`config.mk`:
```
export PLATFORM = sky130hd
export DESIGN_NAME = snake_seg_top
export DESIGN_NICKNAME = d
export VERILOG_FILES = /design/src/rtl/snake_seg_pkg.sv /design/src/rtl/button_conditioner.sv /design/src/rtl/segment_walker.sv /design/src/rtl/game_ctrl.sv /design/src/rtl/segment_driver.sv /design/src/rtl/snake_seg_top.sv
export VERILOG_INCLUDE_DIRS = /design/src /design/src/rtl
export SDC_FILE = /design/constraint.sdc
export NUM_CORES = 1
export LEC_CHECK = 0
export ABC_AREA = 0
export BUFFER_PORTS_ARGS = -buffer_cell sky130_fd_sc_hd__clkbuf_2
export CELL_PAD_IN_SITES_DETAIL_PLACEMENT = 0
export CELL_PAD_IN_SITES_GLOBAL_PLACEMENT = 2
export CORE_MARGIN = 2
export CORE_UTILIZATION = 44
export CTS_BUF_LIST = sky130_fd_sc_hd__clkbuf_4
export DETAILED_ROUTE_END_ITERATION = 12
export PLACE_DENSITY = 0.93
export SYNTH_ARGS = -nofsm -noshare
export SYNTH_HDL_FRONTEND = slang
export SYNTH_SLANG_ARGS = --single-unit
```
`constraint.sdc`:
```
create_clock -name clk -period 3.25 [get_ports clk]
set_input_delay 0.4875 -clock clk [delete_from_list [all_inputs] [get_ports clk]]
set_output_delay 0.4875 -clock clk [all_outputs]
set_load 0.03 [all_outputs]
```
`src/rtl/snake_seg_cfg.svh`:
```
`ifndef SNAKE_SEG_CFG_SVH
`define SNAKE_SEG_CFG_SVH

// Consecutive high samples that make a press
`define SNAKE_DEBOUNCE_LEN 4

// Free-running divider width, one tick per wrap
`define SNAKE_DIV_BITS 3

// Ticks spent with only G lit before moving
`define SNAKE_START_TICKS 3

// Ticks after the trail empties before waiting again
`define SNAKE_CLEAR_TICKS 1

`endif

```
`src/rtl/snake_seg_pkg.sv`:
```
package snake_seg_pkg;

    // Segment position on the figure-eight
    typedef enum logic [2:0] {
        SEG_A = 3'd0,
        SEG_B = 3'd1,
        SEG_C = 3'd2,
        SEG_D = 3'd3,
        SEG_E = 3'd4,
        SEG_F = 3'd5,
        SEG_G = 3'd6
    } seg_idx_t;

    // Direction the snake is travelling
    typedef enum logic [1:0] {
        HEAD_RIGHT = 2'd0,
        HEAD_LEFT  = 2'd1,
        HEAD_UP    = 2'd2,
        HEAD_DOWN  = 2'd3
    } heading_t;

    typedef enum logic [1:0] {
        PH_WAIT = 2'd0,
        PH_MOVE = 2'd1,
        PH_FALL = 2'd2
    } phase_t;

    // One bit per segment, bit 0 is A
    typedef union packed {
        logic [6:0] raw;
        struct packed {
            logic g;
            logic f;
            logic e;
            logic d;
            logic c;
            logic b;
            logic a;
        } bits;
    } seg_word_u;

endpackage

```
`src/rtl/button_conditioner.sv`:
```
`timescale 1ns/10ps
`include "snake_seg_cfg.svh"

module button_conditioner (
    input  logic clk,
    input  logic rst,
    input  logic btn_right,
    input  logic btn_left,
    input  logic btn_up,
    input  logic btn_down,
    output logic press_right,
    output logic press_left,
    output logic press_up,
    output logic press_down
);

    logic [3:0] btn_vec;
    logic [3:0] press_vec;

    assign btn_vec = {btn_down, btn_up, btn_left, btn_right};

    genvar i;
    generate
        for (i = 0; i < 4; i++) begin : g_chan
            logic [`SNAKE_DEBOUNCE_LEN-1:0] shift_q;
            logic                           level_q;
            logic                           pulse_q;
            logic                           stable;

            // Level counts as pressed once the whole window is high
            assign stable = &shift_q;

            always_ff @(posedge clk or posedge rst) begin
                if (rst) begin
                    shift_q <= '0;
                    level_q <= 1'b0;
                    pulse_q <= 1'b0;
                end else begin
                    shift_q <= {shift_q[`SNAKE_DEBOUNCE_LEN-2:0], btn_vec[i]};
                    level_q <= stable;
                    pulse_q <= stable & ~level_q;
                end
            end

            assign press_vec[i] = pulse_q;
        end
    endgenerate

    assign press_right = press_vec[0];
    assign press_left  = press_vec[1];
    assign press_up    = press_vec[2];
    assign press_down  = press_vec[3];

endmodule

```
`src/rtl/segment_walker.sv`:
```
`timescale 1ns/10ps

module segment_walker (
    input  logic                    clk,
    input  logic                    rst,
    input  snake_seg_pkg::phase_t   phase,
    input  logic                    press_right,
    input  logic                    press_left,
    input  logic                    press_up,
    output snake_seg_pkg::seg_idx_t pos,
    output snake_seg_pkg::heading_t heading
);

    localparam logic [1:0] BTN_NONE = 2'd0;
    localparam logic [1:0] BTN_R    = 2'd1;
    localparam logic [1:0] BTN_L    = 2'd2;
    localparam logic [1:0] BTN_U    = 2'd3;

    logic [1:0] btn;
    logic [4:0] nxt;

    // Simultaneous pulses resolve right first, then left
    always_comb begin
        if (press_right) begin
            btn = BTN_R;
        end else if (press_left) begin
            btn = BTN_L;
        end else if (press_up) begin
            btn = BTN_U;
        end else begin
            btn = BTN_NONE;
        end
    end

    // Move table, next {position, heading}
    always_comb begin
        case ({pos, heading, btn})
            {snake_seg_pkg::SEG_A, snake_seg_pkg::HEAD_RIGHT, BTN_R}:
                nxt = {snake_seg_pkg::SEG_B, snake_seg_pkg::HEAD_DOWN};
            {snake_seg_pkg::SEG_A, snake_seg_pkg::HEAD_LEFT, BTN_L}:
                nxt = {snake_seg_pkg::SEG_F, snake_seg_pkg::HEAD_DOWN};
            {snake_seg_pkg::SEG_B, snake_seg_pkg::HEAD_UP, BTN_L}:
                nxt = {snake_seg_pkg::SEG_A, snake_seg_pkg::HEAD_LEFT};
            {snake_seg_pkg::SEG_B, snake_seg_pkg::HEAD_DOWN, BTN_R}:
                nxt = {snake_seg_pkg::SEG_G, snake_seg_pkg::HEAD_LEFT};
            {snake_seg_pkg::SEG_B, snake_seg_pkg::HEAD_DOWN, BTN_U}:
                nxt = {snake_seg_pkg::SEG_C, snake_seg_pkg::HEAD_DOWN};
            {snake_seg_pkg::SEG_C, snake_seg_pkg::HEAD_UP, BTN_L}:
                nxt = {snake_seg_pkg::SEG_G, snake_seg_pkg::HEAD_LEFT};
            {snake_seg_pkg::SEG_C, snake_seg_pkg::HEAD_UP, BTN_U}:
                nxt = {snake_seg_pkg::SEG_B, snake_seg_pkg::HEAD_UP};
            {snake_seg_pkg::SEG_C, snake_seg_pkg::HEAD_DOWN, BTN_R}:
                nxt = {snake_seg_pkg::SEG_D, snake_seg_pkg::HEAD_DOWN};
            {snake_seg_pkg::SEG_D, snake_seg_pkg::HEAD_RIGHT, BTN_L}:
                nxt = {snake_seg_pkg::SEG_C, snake_seg_pkg::HEAD_UP};
            {snake_seg_pkg::SEG_D, snake_seg_pkg::HEAD_LEFT, BTN_R}:
                nxt = {snake_seg_pkg::SEG_E, snake_seg_pkg::HEAD_UP};
            {snake_seg_pkg::SEG_E, snake_seg_pkg::HEAD_UP, BTN_R}:
                nxt = {snake_seg_pkg::SEG_G, snake_seg_pkg::HEAD_RIGHT};
            {snake_seg_pkg::SEG_E, snake_seg_pkg::HEAD_UP, BTN_U}:
                nxt = {snake_seg_pkg::SEG_F, snake_seg_pkg::HEAD_UP};
            {snake_seg_pkg::SEG_E, snake_seg_pkg::HEAD_DOWN, BTN_L}:
                nxt = {snake_seg_pkg::SEG_D, snake_seg_pkg::HEAD_RIGHT};
            {snake_seg_pkg::SEG_F, snake_seg_pkg::HEAD_UP, BTN_R}:
                nxt = {snake_seg_pkg::SEG_A, snake_seg_pkg::HEAD_RIGHT};
            {snake_seg_pkg::SEG_F, snake_seg_pkg::HEAD_DOWN, BTN_L}:
                nxt = {snake_seg_pkg::SEG_G, snake_seg_pkg::HEAD_RIGHT};
            {snake_seg_pkg::SEG_G, snake_seg_pkg::HEAD_RIGHT, BTN_L}:
                nxt = {snake_seg_pkg::SEG_B, snake_seg_pkg::HEAD_UP};
            {snake_seg_pkg::SEG_G, snake_seg_pkg::HEAD_RIGHT, BTN_R}:
                nxt = {snake_seg_pkg::SEG_C, snake_seg_pkg::HEAD_DOWN};
            {snake_seg_pkg::SEG_G, snake_seg_pkg::HEAD_LEFT, BTN_L}:
                nxt = {snake_seg_pkg::SEG_E, snake_seg_pkg::HEAD_DOWN};
            {snake_seg_pkg::SEG_G, snake_seg_pkg::HEAD_LEFT, BTN_R}:
                nxt = {snake_seg_pkg::SEG_F, snake_seg_pkg::HEAD_UP};
            default:
                nxt = {pos, heading};
        endcase
    end

    always_ff @(posedge clk or posedge rst) begin
        if (rst) begin
            pos     <= snake_seg_pkg::SEG_G;
            heading <= snake_seg_pkg::HEAD_LEFT;
        end else if (phase == snake_seg_pkg::PH_WAIT) begin
            pos     <= snake_seg_pkg::SEG_G;
            heading <= snake_seg_pkg::HEAD_LEFT;
        end else begin
            pos     <= snake_seg_pkg::seg_idx_t'(nxt[4:2]);
            heading <= snake_seg_pkg::heading_t'(nxt[1:0]);
        end
    end

endmodule

```
`src/rtl/game_ctrl.sv`:
```
`timescale 1ns/10ps
`include "snake_seg_cfg.svh"

module game_ctrl (
    input  logic                     clk,
    input  logic                     rst,
    input  logic                     press_down,
    input  snake_seg_pkg::seg_idx_t  pos,
    output snake_seg_pkg::phase_t    phase,
    output logic                     tick,
    output snake_seg_pkg::seg_word_u trail
);

    localparam int START_W = $clog2(`SNAKE_START_TICKS + 1);
    localparam int CLEAR_W = $clog2(`SNAKE_CLEAR_TICKS + 1);

    localparam logic [START_W-1:0] START_LAST = START_W'(`SNAKE_START_TICKS);
    localparam logic [CLEAR_W-1:0] CLEAR_LAST = CLEAR_W'(`SNAKE_CLEAR_TICKS);

    logic [`SNAKE_DIV_BITS-1:0] div_q;
    logic [START_W-1:0]         start_cnt;
    logic [CLEAR_W-1:0]         clear_cnt;

    always_ff @(posedge clk or posedge rst) begin
        if (rst) begin
            div_q <= '0;
        end else begin
            div_q <= div_q + `SNAKE_DIV_BITS'(1);
        end
    end

    // One tick on the last count before wrap
    assign tick = &div_q;

    always_ff @(posedge clk or posedge rst) begin
        if (rst) begin
            phase     <= snake_seg_pkg::PH_WAIT;
            start_cnt <= '0;
            clear_cnt <= '0;
            trail     <= '0;
        end else begin
            case (phase)
                snake_seg_pkg::PH_WAIT: begin
                    if (start_cnt == START_LAST) begin
                        phase     <= snake_seg_pkg::PH_MOVE;
                        start_cnt <= '0;
                    end else if (tick) begin
                        start_cnt <= start_cnt + START_W'(1);
                    end
                end
                snake_seg_pkg::PH_MOVE: begin
                    if (press_down) begin
                        phase     <= snake_seg_pkg::PH_FALL;
                        trail.raw <= '1;
                    end
                end
                snake_seg_pkg::PH_FALL: begin
                    // Erase whatever the snake stands on
                    trail.raw[pos] <= 1'b0;
                    if (trail.raw == '0) begin
                        if (clear_cnt == CLEAR_LAST) begin
                            phase     <= snake_seg_pkg::PH_WAIT;
                            clear_cnt <= '0;
                        end else if (tick) begin
                            clear_cnt <= clear_cnt + CLEAR_W'(1);
                        end
                    end
                end
                default: begin
                    phase <= snake_seg_pkg::PH_WAIT;
                end
            endcase
        end
    end

endmodule

```
`src/rtl/segment_driver.sv`:
```
`timescale 1ns/10ps

module segment_driver (
    input  logic                     clk,
    input  logic                     rst,
    input  snake_seg_pkg::phase_t    phase,
    input  snake_seg_pkg::seg_idx_t  pos,
    input  snake_seg_pkg::seg_word_u trail,
    input  logic                     tick,
    output snake_seg_pkg::seg_word_u seg
);

    logic                     blink_q;
    snake_seg_pkg::seg_word_u lit;

    always_ff @(posedge clk or posedge rst) begin
        if (rst) begin
            blink_q <= 1'b0;
        end else if (phase != snake_seg_pkg::PH_FALL) begin
            blink_q <= 1'b0;
        end else if (tick) begin
            blink_q <= ~blink_q;
        end
    end

    always_comb begin
        lit = '0;
        case (phase)
            snake_seg_pkg::PH_WAIT: lit.bits.g = 1'b1;
            snake_seg_pkg::PH_MOVE: lit.raw[pos] = 1'b1;
            snake_seg_pkg::PH_FALL: begin
                lit = trail;
                if (blink_q) begin
                    lit.raw[pos] = 1'b1;
                end
            end
            default: lit = '0;
        endcase
    end

    // Display is active low
    assign seg.raw = ~lit.raw;

endmodule

```
`src/rtl/snake_seg_top.sv`:
```
`timescale 1ns/10ps

module snake_seg_top (
    input  logic                     clk,
    input  logic                     rst,
    input  logic                     btn_right,
    input  logic                     btn_left,
    input  logic                     btn_up,
    input  logic                     btn_down,
    output snake_seg_pkg::seg_word_u seg
);

    logic                     press_right;
    logic                     press_left;
    logic                     press_up;
    logic                     press_down;
    logic                     tick;
    snake_seg_pkg::phase_t    phase;
    snake_seg_pkg::seg_idx_t  pos;
    snake_seg_pkg::heading_t  heading;
    snake_seg_pkg::seg_word_u trail;

    button_conditioner u_buttons (
        .clk         (clk),
        .rst         (rst),
        .btn_right   (btn_right),
        .btn_left    (btn_left),
        .btn_up      (btn_up),
        .btn_down    (btn_down),
        .press_right (press_right),
        .press_left  (press_left),
        .press_up    (press_up),
        .press_down  (press_down)
    );

    segment_walker u_walker (
        .clk         (clk),
        .rst         (rst),
        .phase       (phase),
        .press_right (press_right),
        .press_left  (press_left),
        .press_up    (press_up),
        .pos         (pos),
        .heading     (heading)
    );

    game_ctrl u_ctrl (
        .clk        (clk),
        .rst        (rst),
        .press_down (press_down),
        .pos        (pos),
        .phase      (phase),
        .tick       (tick),
        .trail      (trail)
    );

    segment_driver u_driver (
        .clk   (clk),
        .rst   (rst),
        .phase (phase),
        .pos   (pos),
        .trail (trail),
        .tick  (tick),
        .seg   (seg)
    );

endmodule

```
# Yosys cells after proc, flatten, opt, wreduce, memory -nomap -nowiden
# Index checks and enable logic that the tools add are counted.
[op_classes]
n_shift = 0
mul = 0
n_eq_ne = 27
n_mux = 24
magnitude_cmp = 2
n_bitwise = 13
reduce_logical = 21
add_sub_neg = 3
div = 0
[ops]
columns = ["operator", "n"]
rows = [
  ["$pmux 5 s14", 1],
  ["$eq 7x7->1 const B", 9],
  ["$eq 7x6->1 const B", 5],
  ["$eq 7x5->1 const B", 3],
  ["$mux 2", 10],
  ["$reduce_and 4->1", 5],
  ["$reduce_bool 15->1", 1],
  ["$mux 7", 2],
  ["$not 7->7", 2],
  ["$pmux 7 s2", 1],
  ["$pmux 6 s2", 1],
  ["$reduce_or 2->1", 5],
  ["$and 7x7->7", 1],
  ["$eq 7x1->1 const B", 1],
  ["$eq 7x3->1 const B", 1],
  ["$logic_not 7->1", 1],
  ["$or 7x7->7", 1],
  ["$ne 2x1->1 const B", 3],
  ["$pmux 2 s3", 1],
  ["$reduce_and 2->1", 3],
  ["$reduce_bool 2->1", 3],
  ["$mux 1", 5],
  ["$not 1->1", 5],
  ["$and 1x1->1", 4],
  ["14 further kinds", 16],
]
[word_totals]
inputBits = 6
memories = 0
mem_bits_ro = 0
ramBits = 0
latchBits = 0
regBits = 45
word_cells = 110

# Depth between registers and ports, before layout
# Gate-level depths: netlist of the first run.
[depth]
ltp_word = 8
depth_mapped = 7
ltp_nobuf = 6

# Hierarchy
# Synthesis of the first run repeated with hierarchy kept, for this count alone.
[hier_totals]
hier_cells = 206
hier_area_um2 = 2299.7
[modules_own_cells]
columns = ["mod", "cells_per_inst", "n_inst", "area_per_inst_um2", "seq_area_each_um2"]
rows = [
  ["button_conditioner", 33, 1, 704.4, 600.6],
  ["segment_walker", 89, 1, 679.4, 128.9],
  ["game_ctrl", 55, 1, 633.1, 375.4],
  ["segment_driver", 29, 1, 282.8, 25.0],
]

# Least setup slack after synthesis of the first run
# Ideal clock, no wire load.
[synth_path]
kind = "register to output"
from = "reg u_walker.pos[2]"
to = "out seg[1] in the netlist's numbering"
arrival_time_ns = 1.619
stages_incl_launch_ff = 7
slack_ns = 1.144
required_time_ns = 2.762
path_buffers = 2
path_cell_list = "dfstp_2 buf_2 clkbuf_1 nor2_1 a21o_1 a22o_1 nand2_1"
[synth_lines]
columns = ["element", "line", "text"]
rows = [
  ["from (decl)", "segment_walker.sv:10", "output snake_seg_pkg::seg_idx_t pos,"],
  ["from (signal assigned)", "segment_walker.sv:83", "pos <= snake_seg_pkg::SEG_G;"],
  ["from (signal assigned)", "segment_walker.sv:86", "pos <= snake_seg_pkg::SEG_G;"],
  ["from (signal assigned)", "segment_walker.sv:89", "pos <= snake_seg_pkg::seg_idx_t'(nxt[4:2]);"],
  ["to (decl)", "snake_seg_top.sv:10", "output snake_seg_pkg::seg_word_u seg"],
]

==> results_dict.tcl, run 1 <==
set metrics [dict create \
    synthMuxAreaShare_pct 1.436 \
    drive_gt1_share_pct 15.74 \
    synth_top_area_share_pct 44.68 \
    clockRootBuffer "clkbuf_4" \
    synth_top_family_by_area "simple AND/OR/NAND/NOR gates" \
    wl_per_cell_um 14.80 \
    vias_per_cell 5.698 \
    clock_latency_ps 350 \
    path_max_fanout 23 \
    vdd_drop_max_mv 0.3204 \
    worstPathRequired_ps 2760 \
    worst_slew_pin_slew_ps 794.4 \
    synth.avg_cell_area_um2 10.27 \
    worstSetupPathType "reg2out" \
    drv_slew 0 \
    die_y_um 77.12 \
    arrival_ps 2200 \
    outcome "completed" \
    setup_viol 0 \
    yosys.area.top_type "dfrtp_1" \
    finalSetupTns_ps 0 \
    grt_max_degree 25 \
    synth-main-ff-cell "dfrtp_1" \
    clock-sinks 45 \
    cts.htree.levels 2 \
    die_w_um 77.12 \
    port-buffer-count 12 \
    syn_area_um2 2352 \
    gp_congestion 0.8353 \
    cts_tree "done" \
    dr_total_vias 1738 \
    pwr_density_cell_nw_per_um2 693.2 \
    dpl_cell_area_um2 2437 \
    cap_viol_max_count 0 \
    grt_overflow 0 \
    seq_area_um2 1130 \
    io_pins 13 \
    place_hpwl_um 3088 \
    diodes 0 \
    crit_path_end_kind "output pin" \
    area_growth_pct 7.181 \
    drt_iter0_markers 166 \
    grtUsageTotal_pct 16.47 \
    drt_wl_total_um 4513 \
    fmax_ghz 0.3722 \
    num-nets-final 247 \
    ys_warn_count 0 \
    finClkSkew_ps 9.754 \
    synth_common_cells "dfrtp_1, nand2_1, inv_1, a22o_1, o21ai_0" \
    ys_seq_area_share_pct 48.03 \
    hold_viol 0 \
    dieArea_um2 5947 \
    finalPower_w 0.001748 \
    multiInputGateArea_um2 1089 \
    min_period_ps 2686 \
    firstDrtPassIters 4 \
    grt_pass1_vias 1579 \
    cts_setup_buffers 0 \
    synth-xor-area-share_pct 0.3723 \
    synthSimpleGateAreaFrac_pct 22.45 \
    yosysMostFrequentCell "dfrtp_1" \
    synthDistinctLibCells 61 \
    clockBufferDepth 2 \
    core_um2 5140 \
    grt_pass1_wl_um 7859 \
    rows 26 \
    synth_edf_count 0 \
    final_cell_area_um2 2521 \
    hold_path.class "in2async" \
    rsz0062_at_grt "false" \
    total_leakage_power_nw 1.166 \
    crit_path_start_kind "register" \
    fin_crit_sh_pct 82.66 \
    ant_nets 0 \
    path_clk_slew_ps 130 \
    synthArstFlopShare_pct 100.0 \
    start_util_pct 45.76 \
    syn_inst 229 \
    cts_resized 0 \
    hold_buffers 0 \
    grt_antenna_before_repair 0 \
    slew-limit-headroom_pct 46.71 \
    numCtsBuffers 5 \
    yosys-top-cells-area "dfrtp_1, a22o_1, ha_1, dfstp_2, nand2_1" \
    final_util_pct 49.05 \
    ys_seq_elements 45 \
    synth-compound-area-share_pct 18.30 \
    synth_adder_area_share_pct 3.723 \
    drc_errors 0 \
    syn_nets 242 \
    n_fill_cell 491 \
]
-- metal layers --
| metal | up-vias | global-route usage, % | wire length (um) |
|---|---|---|---|
| met5 | - | 0 | 0 |
| li1 | 843 | - | - |
| met1 | 834 | 25.46 | 2277 |
| met3 | 4 | 3.412 | 237 |
| met4 | 0 | 5.000 | 40 |
| met2 | 57 | 23.07 | 1959 |
-- area by class of cell --
cell class | instances | area share [%]
flip-flops and latches | 45 | 44.81
multi-input cells | 152 | 43.18
well taps | 70 | 3.474
repair buffers | 13 | 2.680
inverters | 17 | 2.531
clock buffers | 6 | 1.787
clock inverters | 2 | 1.538
-- cell families (layout without fill, tap and decap cells) --
kind of cell / Yosys count / in the layout
mux: 3 / 3
simple gates: 83 / 83
buf+inv: 32 / 38
flops: 45 / 45
xor+xnor: 1 / 1
fa+ha+maj: 7 / 7
compound gates: 58 / 58
-- path summary, 6_finish.rpt --
kind | startpoint | endpoint | slack, ps | cells after the start
hold reg to reg | u_buttons.g_chan[1].shift_q[2] | u_buttons.g_chan[1].shift_q[3] | 370 | 0
min in group clk | btn_up | u_buttons.g_chan[2].shift_q[0] | 240 | 1
setup / recovery | u_walker.pos[2] | seg[6] | 560 | 6
setup reg to reg | u_walker.pos[1] | u_walker.pos[1] | 970 | 5
max in group asynchronous | rst | u_ctrl.div_q[2] | 2390 | 3
hold / removal | rst | u_buttons.press_up | 150 | 2
-- critical path, cell delays in order (launching register included) --
cell	delay, ps
dfstp_2	770
and3b_1	350
nand2_1	80
nand2_1	80
a221oi_1	70
or2_2	300
clkbuf_2	180
-- metrics by stage --
step | setup WS, ps | hold slack [ps] | cells
2_1_floorplan | 1144 | 346.6 | 229
3_3_place_gp | 983.0 | 350.4 | 297
3_5_place_dp | 978.1 | 356.4 | 297
4_1_cts | 557.5 | 145.4 | 305
5_1_grt | 403.7 | 171.7 | 305
6_report | 563.6 | 146.3 | 305
-- sequential cells by signal, indices dropped and copies added, names as in the netlist --
register and count:
u_ctrl.phase 2, u_buttons.g_chan.level_q 4, u_walker.heading 2, u_driver.blink_q 1, u_ctrl.clear_cnt 1, u_ctrl.div_q 3
u_ctrl.start_cnt 2, u_walker.pos 3, u_buttons.press_right 1, u_buttons.g_chan.shift_q 16, u_buttons.press_up 1, u_buttons.press_left 1
u_ctrl.trail 7, u_buttons.press_down 1
-- power by group --
group / internal [W] / total (W) / switching [W]
registers: 0.000657 / 0.000786 / 0.000129
clock network: 0.000172 / 0.000349 / 0.000177
logic: 0.000265 / 0.000613 / 0.000348
-- cells in the final DEF, fill, tap and decap left out, types with 3 or more instances in the layout --
cell      synthesis  layout
mux2_2            3       3
clkbuf_2          1      12
clkbuf_4          0       6
nand2_1          20      20
dfstp_2           3       3
dfrtp_1          42      42
o21ai_0          11      11
o22ai_1           4       4
a21oi_1           8       8
inv_1            17      16
nand2b_1          4       4
nor2b_1           4       4
and4_1            4       4
a22o_1           11      11
nor2_1            7       7
nor3_1            6       6
and3b_1           4       4
nand3_1           8       8
ha_1              7       7
a21o_1            5       5
Power figures use the tool's default switching activity.
==> run 2, diff against run 1 <==
--- a/config.mk
+++ b/config.mk
@@ -11,10 +11,10 @@
 export CELL_PAD_IN_SITES_DETAIL_PLACEMENT = 0
 export CELL_PAD_IN_SITES_GLOBAL_PLACEMENT = 2
 export CORE_MARGIN = 2
-export CORE_UTILIZATION = 44
+export CORE_UTILIZATION = 37
 export CTS_BUF_LIST = sky130_fd_sc_hd__clkbuf_4
 export DETAILED_ROUTE_END_ITERATION = 12
-export PLACE_DENSITY = 0.93
+export PLACE_DENSITY = 0.84
 export SYNTH_ARGS = -nofsm -noshare
 export SYNTH_HDL_FRONTEND = slang
 export SYNTH_SLANG_ARGS = --single-unit
==> constraint.sdc (replaced) <==
create_clock -name clk -period 2.43 [get_ports clk]
set_input_delay 0.3645 -clock clk [delete_from_list [all_inputs] [get_ports clk]]
set_output_delay 0.3645 -clock clk [all_outputs]
set_load 0.03 [all_outputs]
==> results_dict.tcl, run 2 (synthesized netlist as in run 1, its figures left out) <==
set metrics [dict create \
    drc_errors 0 \
    drive_gt1_share_pct 21.14 \
    worstPathRequired_ps 2700 \
    hold_path.class "in2async" \
    drv_slew 0 \
    slew-limit-headroom_pct 62.79 \
    crit_path_start_kind "register" \
    regMostFlops "u_buttons.g_chan.shift_q" \
    wl_per_cell_um 15.19 \
    hold_slack_ps 115.1 \
    clock_latency_ps 340 \
    drt_iter0_markers 108 \
    fmax_ghz 0.4260 \
    grt_max_degree 46 \
    core_um2 6241 \
    final_cell_area_um2 2620 \
    layout_commonest_cell "dfrtp_1" \
    pwr_density_cell_nw_per_um2 927.3 \
    arrival_ps 2620 \
    dr_total_vias 1776 \
    vdd_drop_max_mv 0.3725 \
    crit_path_end_kind "register" \
    rsz0062_at_grt "true" \
    gp_congestion 0.9316 \
    clock-sinks 45 \
    outcome "completed" \
    clockBufferDepth 2 \
    grt_pass1_vias 1663 \
    ant_nets 0 \
    fin_crit_sh_pct 96.61 \
    hold_viol 0 \
    grt_pass1_wl_um 8314 \
    min_period_ps 2348 \
    setup_viol 0 \
    die_y_um 83.74 \
    area_growth_pct 11.38 \
    path_clk_slew_ps 140 \
    drt_wl_total_um 4907 \
    cap_viol_max_count 0 \
    path_max_fanout 13 \
    num-nets-final 258 \
    clockRootBuffer "clkbuf_4" \
    finalSetupTns_ps 0 \
    io_pins 13 \
    port-buffer-count 12 \
    most-common-layout-cells "dfrtp_1, nand2_1, inv_1" \
    post-place-ws_ps 209.9 \
    dieArea_um2 7012 \
    cts_tree "done" \
    dp_cells 308 \
    grt_antenna_before_repair 0 \
    die_w_um 83.74 \
    numCtsBuffers 5 \
    total_leakage_power_nw 1.214 \
    grtUsageTotal_pct 14.68 \
    vias_per_cell 5.498 \
    worstSetupPathType "reg2reg" \
    rows 29 \
    largestRegisters "u_buttons.g_chan.shift_q: 16 flops, u_ctrl.trail: 7 flops, u_buttons.g_chan.level_q: 4 flops" \
    diodes 0 \
    dpl_cell_area_um2 2476 \
    largest_reg_flops 16 \
    hold_buffers 0 \
    cts.htree.levels 2 \
    stdcell_count 323 \
    start_util_pct 37.69 \
    setup_slack_ps 82.32 \
    worst_slew_pin_slew_ps 550.3 \
    place_hpwl_um 3376 \
    grt_overflow 0 \
    finClkSkew_ps 11.86 \
    firstDrtPassIters 4 \
]
run 2: metal layers:
layer / up-vias / GRT usage, % / share of wire [%]
met5: - / 0 / 0
met4: 0 / 6.452 / 1.7
met3: 6 / 2.572 / 3.5
met2: 45 / 22.25 / 46
met1: 857 / 20.66 / 48
li1: 868 / - / -
run 2: area by class of cell:
type	instances	area, um^2
clock inverter	2	35.03
inverter	17	63.81
multi-input combinational	152	1095
tap	77	96.34
timing repair buffer	24	150.1
sequential	45	1135
fill	621	3621
clock buffer	6	45.04
run 2: final timing paths:
path,end,slack (ps),cells after the start,start
setup / recovery,u_walker.pos[0],80,6,u_walker.pos[2]
hold / removal,u_buttons.g_chan[3].shift_q[1],120,3,rst
setup reg to reg,u_walker.pos[0],80,6,u_walker.pos[2]
hold reg to reg,u_buttons.g_chan[1].shift_q[2],370,0,u_buttons.g_chan[1].shift_q[1]
max in group asynchronous,u_walker.pos[0],1920,3,rst
min in group clk,u_buttons.g_chan[3].shift_q[0],120,1,btn_down
run 2: critical path: stages, from the launching register on:
cell and delay, ps:
dfstp_4 530, clkbuf_4 200, or4b_2 730, o2bb2a_4 260, and4b_4 210, a31o_1 230
o22ai_1 120
run 2: repair_timing:
| action | 4_1_cts | 5_1_grt |
|---|---|---|
| pin swaps | 0 | 1 |
| buffers inserted | 3 | 4 |
| gates resized for setup | 2 | 5 |
| endpoints found under the setup margin | 2 | 6 |
run 2: through the flow:
stage	total power, W	util [%]
2_1_floorplan	0.001711	-
3_3_place_gp	0.001913	39.68
3_5_place_dp	0.001912	39.68
4_1_cts	0.002403	41.40
5_1_grt	0.002604	41.98
6_report	0.002430	41.98
run 2: where the power goes:
group | internal, W | switching [W]
combinational | 0.000422 | 0.000506
sequential | 0.000881 | 0.000158
clock | 0.000227 | 0.000236
